--- config.mk ---
export PLATFORM = sky130hd
export DESIGN_NAME = attn_ctrl
export DESIGN_NICKNAME = d
export VERILOG_FILES = /design/src/design/attn_types_pkg.sv /design/src/design/attn_ctrl_pkg.sv /design/src/design/attn_ctrl.sv
export SDC_FILE = /design/constraint.sdc
export NUM_CORES = 1
export LEC_CHECK = 0
export CELL_PAD_IN_SITES_DETAIL_PLACEMENT = 2
export CELL_PAD_IN_SITES_GLOBAL_PLACEMENT = 2
export CORE_UTILIZATION = 34
export CTS_CLUSTER_SIZE = 30
export DETAILED_ROUTE_END_ITERATION = 8
export DONT_BUFFER_PORTS = 1
export PLACE_DENSITY = 0.75
export SLEW_MARGIN = 40
export SYNTH_ARGS = -nofsm -noshare
export SYNTH_HDL_FRONTEND = slang
export SYNTH_SLANG_ARGS = --single-unit
export TNS_END_PERCENT = 100
--- constraint.sdc ---
create_clock -name clk -period 2.05 [get_ports clk]
set_input_delay 0.1025 -clock clk [delete_from_list [all_inputs] [get_ports clk]]
set_output_delay 0.1025 -clock clk [all_outputs]
set_load 0.01 [all_outputs]
--- src/design/attn_types_pkg.sv ---
/* Widths are sized for 8x8 matrices of signed 8-bit inputs.
   out_t wraps if the score by V sum exceeds 60 bits. */
`default_nettype none

package attn_types_pkg;

    // Matrix dimension for tokens, weights and projections
    localparam int dim = 8;

    typedef logic [2:0] idx_t;

    // ##############################
    // Element types per stage
    // ##############################
    typedef logic signed [7:0]  token_t;
    typedef logic signed [7:0]  weight_t;
    typedef logic signed [18:0] proj_t;
    typedef logic signed [40:0] score_t;
    typedef logic signed [59:0] out_t;

    // Names W_Q/Q, W_K/K or W_V/V
    typedef enum logic [1:0] {
        mat_q = 2'd0,
        mat_k = 2'd1,
        mat_v = 2'd2
    } mat_sel_t;

endpackage

`default_nettype wire

--- src/design/attn_ctrl_pkg.sv ---
/* Phase lengths assume one session of 192 input cycles. */
`default_nettype none

package attn_ctrl_pkg;

    typedef enum logic [2:0] {
        idle    = 3'd0,
        load    = 3'd1,
        project = 3'd2,
        score   = 3'd3,
        emit    = 3'd4
    } state_t;

    typedef logic [3:0] seq_len_t;
    typedef logic [7:0] phase_cnt_t;

    // Cycles per phase, emit excluded since it follows the length
    localparam int load_cycles    = 192;
    localparam int project_cycles = 24;
    localparam int score_cycles   = 64;

    // Accepted token counts
    localparam seq_len_t len_one   = 4'd1;
    localparam seq_len_t len_four  = 4'd4;
    localparam seq_len_t len_eight = 4'd8;

endpackage

`default_nettype wire

--- src/design/attn_ctrl.sv ---
/* in_valid is only looked at in idle. load_en and load_idx are combinational
   so the first input cycle is written. The other indices are registered. */
`timescale 1ns/1ps
`default_nettype none

module attn_ctrl (
    input  logic                       clk,
    input  logic                       rst_n,
    input  logic                       in_valid,
    input  attn_ctrl_pkg::seq_len_t    seq_len,
    output logic                       load_en,
    output attn_ctrl_pkg::phase_cnt_t  load_idx,
    output attn_ctrl_pkg::seq_len_t    token_len,
    output logic                       proj_en,
    output attn_types_pkg::mat_sel_t   proj_mat,
    output attn_types_pkg::idx_t       proj_col,
    output logic                       score_en,
    output attn_types_pkg::idx_t       score_row,
    output attn_types_pkg::idx_t       score_col,
    output logic                       emit_en,
    output attn_types_pkg::idx_t       emit_row,
    output attn_types_pkg::idx_t       emit_col
);

    attn_ctrl_pkg::state_t     state;
    attn_ctrl_pkg::state_t     state_next;
    attn_ctrl_pkg::phase_cnt_t cnt;
    attn_ctrl_pkg::phase_cnt_t cnt_last;
    attn_ctrl_pkg::seq_len_t   len_q;
    logic                      len_ok;
    logic                      start;

    assign len_ok = (seq_len == attn_ctrl_pkg::len_one)  ||
                    (seq_len == attn_ctrl_pkg::len_four) ||
                    (seq_len == attn_ctrl_pkg::len_eight);
    assign start  = (state == attn_ctrl_pkg::idle) && in_valid && len_ok;

    // The start cycle is load index 0
    assign load_en   = start || (state == attn_ctrl_pkg::load);
    assign load_idx  = (state == attn_ctrl_pkg::load) ? cnt : '0;
    assign token_len = (state == attn_ctrl_pkg::idle) ? seq_len : len_q;

    // ##############################
    // Phase sequencing
    // ##############################
    always_comb begin
        cnt_last   = '0;
        state_next = attn_ctrl_pkg::idle;
        case (state)
            attn_ctrl_pkg::load: begin
                cnt_last   = attn_ctrl_pkg::phase_cnt_t'(attn_ctrl_pkg::load_cycles - 1);
                state_next = attn_ctrl_pkg::project;
            end
            attn_ctrl_pkg::project: begin
                cnt_last   = attn_ctrl_pkg::phase_cnt_t'(attn_ctrl_pkg::project_cycles - 1);
                state_next = attn_ctrl_pkg::score;
            end
            attn_ctrl_pkg::score: begin
                cnt_last   = attn_ctrl_pkg::phase_cnt_t'(attn_ctrl_pkg::score_cycles - 1);
                state_next = attn_ctrl_pkg::emit;
            end
            attn_ctrl_pkg::emit: begin
                // Eight outputs per token
                cnt_last   = attn_ctrl_pkg::phase_cnt_t'({len_q, 3'b000}) - 8'd1;
                state_next = attn_ctrl_pkg::idle;
            end
            default: begin
                cnt_last   = '0;
                state_next = attn_ctrl_pkg::idle;
            end
        endcase
    end

    always_ff @(posedge clk or negedge rst_n) begin
        if (!rst_n) begin
            state <= attn_ctrl_pkg::idle;
            cnt   <= '0;
            len_q <= '0;
        end else if (state == attn_ctrl_pkg::idle) begin
            if (start) begin
                state <= attn_ctrl_pkg::load;
                cnt   <= 8'd1;
                len_q <= seq_len;
            end
        end else if (cnt == cnt_last) begin
            state <= state_next;
            cnt   <= '0;
        end else begin
            cnt <= cnt + 8'd1;
        end
    end

    // ##############################
    // Registered phase indices
    // ##############################
    always_ff @(posedge clk or negedge rst_n) begin
        if (!rst_n) begin
            proj_en   <= 1'b0;
            proj_mat  <= attn_types_pkg::mat_q;
            proj_col  <= '0;
            score_en  <= 1'b0;
            score_row <= '0;
            score_col <= '0;
            emit_en   <= 1'b0;
            emit_row  <= '0;
            emit_col  <= '0;
        end else begin
            proj_en  <= (state == attn_ctrl_pkg::project);
            score_en <= (state == attn_ctrl_pkg::score);
            emit_en  <= (state == attn_ctrl_pkg::emit);
            if (state == attn_ctrl_pkg::project) begin
                // Eight columns of Q, then K, then V
                proj_mat <= attn_types_pkg::mat_sel_t'(cnt[4:3]);
                proj_col <= cnt[2:0];
            end
            if (state == attn_ctrl_pkg::score) begin
                score_row <= cnt[5:3];
                score_col <= cnt[2:0];
            end
            if (state == attn_ctrl_pkg::emit) begin
                emit_row <= cnt[5:3];
                emit_col <= cnt[2:0];
            end
        end
    end

endmodule

`default_nettype wire

Word level (Yosys, flattened, before mapping) --
Cells that the tools add are included.
Word-level totals: logic and storage cells 42, output and inout bits 33, register bits after elaboration 35, input bits 7
Operators by class: muxes and demuxes 10, eq/ne operators 9, add/sub/neg operators 2, reduce and logical (&&, ||, !) cells 9
Operators with widths (count):
- 8-bit two-way mux | 4
- 8-bit one-hot mux with 4 select lines | 1
- 3-bit two-way mux | 3
- 3-bit one-hot mux with 3 select lines | 1
- 8-bit by 1-bit adder with 8-bit output (second input constant) | 1
- 8-bit equality test | 1
- 7-bit by 1-bit subtractor with 8-bit output (second input constant) | 1
- 3-bit by 2-bit equality test with 1-bit output (second input constant) | 2
- 4-bit by 1-bit equality test with 1-bit output (second input constant) | 1
- 4-bit by 3-bit equality test with 1-bit output (second input constant) | 1
- 4-bit equality test (second input constant) | 1
- 4-bit two-way mux | 1
- 2-bit AND reduction | 2
- 3-bit by 1-bit equality test with 1-bit output (second input constant) | 1
- 3-bit equality test (second input constant) | 1
- 3-bit logical NOT | 1
- 1-bit logical OR | 3
- 1-bit logical AND | 2
- 2-bit != test (second input constant) | 1
- 2-bit nonzero test | 1

Longest topological paths before layout --
depth after elaboration 6, mapped depth 10

Worst setup path before layout --
OpenSTA, ideal clock, no wires.
path kind reg-to-reg, start register len_q[0], end register state[1], required time 1.926 ns, path buffers 1, stages on the path, launching flop included 9, clock period less this slack 2.122 ns, arrival 1.998 ns, path slack -0.072 ns, setup time 0.124 ns, cells stage by stage dfrtp_1 inv_1 ha_1 xor2_1 a211o_2 a221oi_4 nand4_2 buf_6 a211o_1
Between the ends: longest elaborated chain between the ends 5
Ends and longest elaborated chain:
- start: declaration | line attn_ctrl.sv:29 | attn_ctrl_pkg::seq_len_t len_q;
- start signal: assignment | line attn_ctrl.sv:83 | len_q <= seq_len;
- 7-bit by 1-bit subtractor with 8-bit output | line attn_ctrl.sv:64 | cnt_last = attn_ctrl_pkg::phase_cnt_t'({len_q, 3'b000}) - 8'd1;
- 8-bit one-hot mux with 4 select lines | line attn_ctrl.sv:49 | case (state)
- 8-bit equality test | line attn_ctrl.sv:85 | end else if (cnt == cnt_last) begin
- 2-bit nonzero test (no line)
- 2-bit AND reduction (no line)
- end signal: assignment | line attn_ctrl.sv:76 | state <= attn_ctrl_pkg::idle;
- end signal: assignment | line attn_ctrl.sv:81 | state <= attn_ctrl_pkg::load;
- end signal: assignment | line attn_ctrl.sv:86 | state <= state_next;
- end: declaration | line attn_ctrl.sv:25 | attn_ctrl_pkg::state_t state;
No other way between the ends. A chain may end at the register's enable or synchronous reset.

Worst setup path in the final report --
start register len_q[0], end register cnt[4]
Between the ends: longest elaborated chain between the ends 5
Ends and longest elaborated chain:
- 7-bit by 1-bit subtractor with 8-bit output | line attn_ctrl.sv:64
- 8-bit one-hot mux with 4 select lines | line attn_ctrl.sv:49
- 8-bit equality test | line attn_ctrl.sv:85
- 8-bit two-way mux | line attn_ctrl.sv:85
- 8-bit two-way mux | line attn_ctrl.sv:79 | end else if (state == attn_ctrl_pkg::idle) begin
- end signal: assignment | line attn_ctrl.sv:89 | cnt <= cnt + 8'd1;
- end: declaration | line attn_ctrl.sv:27 | attn_ctrl_pkg::phase_cnt_t cnt;
No other way between the ends.

==> impl_metrics.csv <==
group,metric,value,unit
critical_path,cp.arrival,2.41,ns
clock_tree,clkLatencyLatePin,0.29,ns
grt,antenna_found_initial,0,
logic_synthesis,synth_cell_types,51,
drt,routed_via_density,5.535,
sta,fmax,0.4459,GHz
finish,drive_above_1_share,0.3770,
logic_synthesis,ys_ff_latch,35,
logic_synthesis,synth_area_leaders,"dfrtp_1 45%, nand2_1 9.4%, mux2_2 4.7%",
logic_synthesis,syn_avg_cell_area,9.393,µm²
floorplan,die_h,77.26,µm
finish,antenna_cells,0,
grt,grt_max_degree,36,
clock_tree,cts_made_buffers,5,
hold_path,hold_class,"input port to register",
sta,post-route-min-period,2.243,ns
floorplan,die_area,0.005968,mm²
floorplan,die_x,77.26,µm
place,io_buffers,0,
logic_synthesis,synth_commonest_cells,"48 x nand2_1, 35 x dfrtp_1, 15 x o21ai_0, 8 x inv_1, 8 x mux2_2",
logic_synthesis,syn_nets,214,
place,dp.cells,296,
finish,syn2layout_area_growth,30.47,%
drt,routed_wl,6941,µm
drt,num_vias,1749,
flow_run,maxCapViolCount,0,
outcome,violations,"negative setup slack",
finish,nets,252,
logic_synthesis,synthFlopType,"dfrtp_1",
sta,finalWorstSetupSlack,-0.1929,ns
outcome,status,"finished with violations",
grt,grt_first_pass_wirelength,11170,µm
sta,fin_crit_sh,1.094,
finish,fin_util,0.4591,
logic_synthesis,yosysTopAreaCell,"dfrtp_1",
grt,grt_overflow,0,
clock_tree,clockBufferDepth,2,
critical_path,cp-end-kind,"register",
power,vdd_drop_max,305.2,µV
critical_path,cp-start-kind,"register",
logic_synthesis,ys_seq_area_frac,0.4548,
clock_tree,tritoncts,"yes",
logic_synthesis,netlist_instances,205,
drt,wire_per_inst,21.97,µm
finish,final_cells,316,
sta,setup_viol,11,
power,powerDensity,551.0,mW/mm²
sta,hold_viol_final,0,
floorplan,core.rowCount,27,
finish,nFillCells,568,
sta,fin_skew,0.01024,ns
floorplan,initial_core_util,0.3519,
sta,rsz0062_at_grt,"true",
sta,relSlewSlack,0.6742,
finish,finalInstanceArea,0.002512,mm²
finish,regArea,879.6,µm²
drt,drt_first_pass_iters,4,
critical_path,critPathKind,"register to register",
sta,worst_slew_pin_slew,0.4869,ns
clock_tree,h-tree-depth,2,
drt,drt_iter0_markers,94,
place,dp_hpwl,4704,µm
grt,grt_usage,0.2455,
logic_synthesis,ys.warnings.count,0,
place,place.gp.congestion,0.7945,
floorplan,pin_count,40,
place,dpl_cell_area,0.002161,mm²
logic_synthesis,synth_edf_count,0,
grt,grt_pass1_vias,2048,
power,p_leak,1.175,nW
floorplan,core_area,0.005473,mm²
sta,drv_slew,0,
drt,ant_nets,0,
logic_synthesis,async_flop_share,1.000,
logic_synthesis,yosysMostFrequentCell,"nand2_1",
clock_tree,cts-root-buf,"clkbuf_8",
finish,multiInputGateArea,0.001050,mm²
logic_synthesis,synth_top_area_share,0.4548,
logic_synthesis,syn_area,0.001926,mm²
clock_tree,clkSlewWorstSetupHoldPaths,0.08,ns
critical_path,crit_fanout,5,
clock_tree,clock-sinks,35,
power,total_power,1.384,mW
drt,drc,0,
critical_path,worst_ep_required_time,2.22,ns
-- critical path: stages (launching register included) --
cell and delay [ns]:
dfrtp_1 0.40, buf_4 0.16, or4b_4 0.55, and3_4 0.17, nor4_4 0.11, buf_4 0.19, nand4_4 0.17, a31oi_1 0.25
o22ai_1 0.11
-- worst paths after layout --
| check | slack [ns] | end | startpoint | cells past startpoint |
|---|---|---|---|---|
| worst max register to register | -0.19 | cnt[4] | len_q[0] | 8 |
| max in group asynchronous | 1.56 | state[0] | rst_n | 2 |
| min in group asynchronous | 0.29 | score_row[2] | rst_n | 2 |
| worst min-delay path | 0.05 | len_q[3] | seq_len[3] | 4 |
| worst max-delay path | -0.19 | cnt[4] | len_q[0] | 8 |
| worst min register to register | 0.56 | emit_row[0] | emit_row[0] | 2 |
-- report_power, final --
group	switching (mW)	leakage [nW]	internal (mW)
registers	0.00219	0.460	0.692
clock network	0.269	0.0581	0.362
logic	0.0331	0.656	0.0266
-- cell type report --
type	instances	area share
multi-input cells	150	0.4178
well taps	72	0.03586
flip-flops and latches	35	0.3501
repair buffers	42	0.1379
clock buffers	5	0.02739
inverters	9	0.01345
clock inverters	3	0.01743
-- cells in the final DEF (no fill, tap or decap), types with 2 or more instances in the layout --
cell	instances
nand2_1	44
buf_4	35
dfrtp_1	32
o21ai_0	11
mux2_2	8
inv_1	6
nor2_1	6
nor3_1	6
and2_1	6
nand3_1	6
clkbuf_8	5
a21oi_1	4
inv_2	3
nand2_2	3
o21ai_2	3
a31oi_1	3
o22ai_1	3
dlygate4sd3_1	3
buf_6	3
dfrtp_2	3
nor3b_2	2
xor2_1	2
xor2_2	2
o31ai_1	2
a21oi_2	2
and3_4	2
nand4_4	2
-- per-stage QoR --
| stage | setup TNS [ns] | hold WS, ns | worst slack, ns |
|---|---|---|---|
| finish | -1.525 | 0.04817 | -0.1929 |
| global route | -2.194 | 0.04793 | -0.2640 |
| CTS | -0.9418 | 0.05093 | -0.1381 |
| detailed placement | -2.399 | -0.1923 | -0.2500 |
| global placement | -1.264 | -0.1921 | -0.1450 |
| floorplan | 0 | -0.1931 | 0.005936 |
-- state kept, by name, summed over array words and instances (netlist names) --
signal     cells
emit_en        1
score_col      3
proj_mat       2
proj_en        1
cnt            8
emit_col       3
proj_col       3
len_q          4
score_en       1
score_row      3
emit_row       3
state          3
-- per-layer routing --
metal / part of all wire / track usage / wire length [µm]
met1: 0.40 / 0.2835 / 2759
met2: 0.54 / 0.4496 / 3767
met3: 0.040 / 0.05714 / 278
met4: 0.020 / 0.06415 / 136
met5: 0 / 0 / 0
-- cells by family after synthesis --
| logic type | after synthesis | share of synthesized area |
|---|---|---|
| buffers and inverters | 21 | 0.06627 |
| muxes | 9 | 0.05198 |
| adders and majority gates | 2 | 0.01299 |
| DFF | 35 | 0.4548 |
| and+or+nand+nor | 94 | 0.2560 |
| AOI/OAI and AO/OA | 38 | 0.1306 |
| xor gates and xnor gates | 6 | 0.02729 |
-- what timing repair did --
item | CTS | global route
endpoints found under the hold margin | 38 | 0
pin swaps | 6 | 7
cloned | 1 | 0
setup buffers | 4 | 3
gates resized for setup | 27 | 7
hold buffers | 4 | 0
endpoints found under the setup margin | 15 | 11
Power figures use the tool's default switching activity.
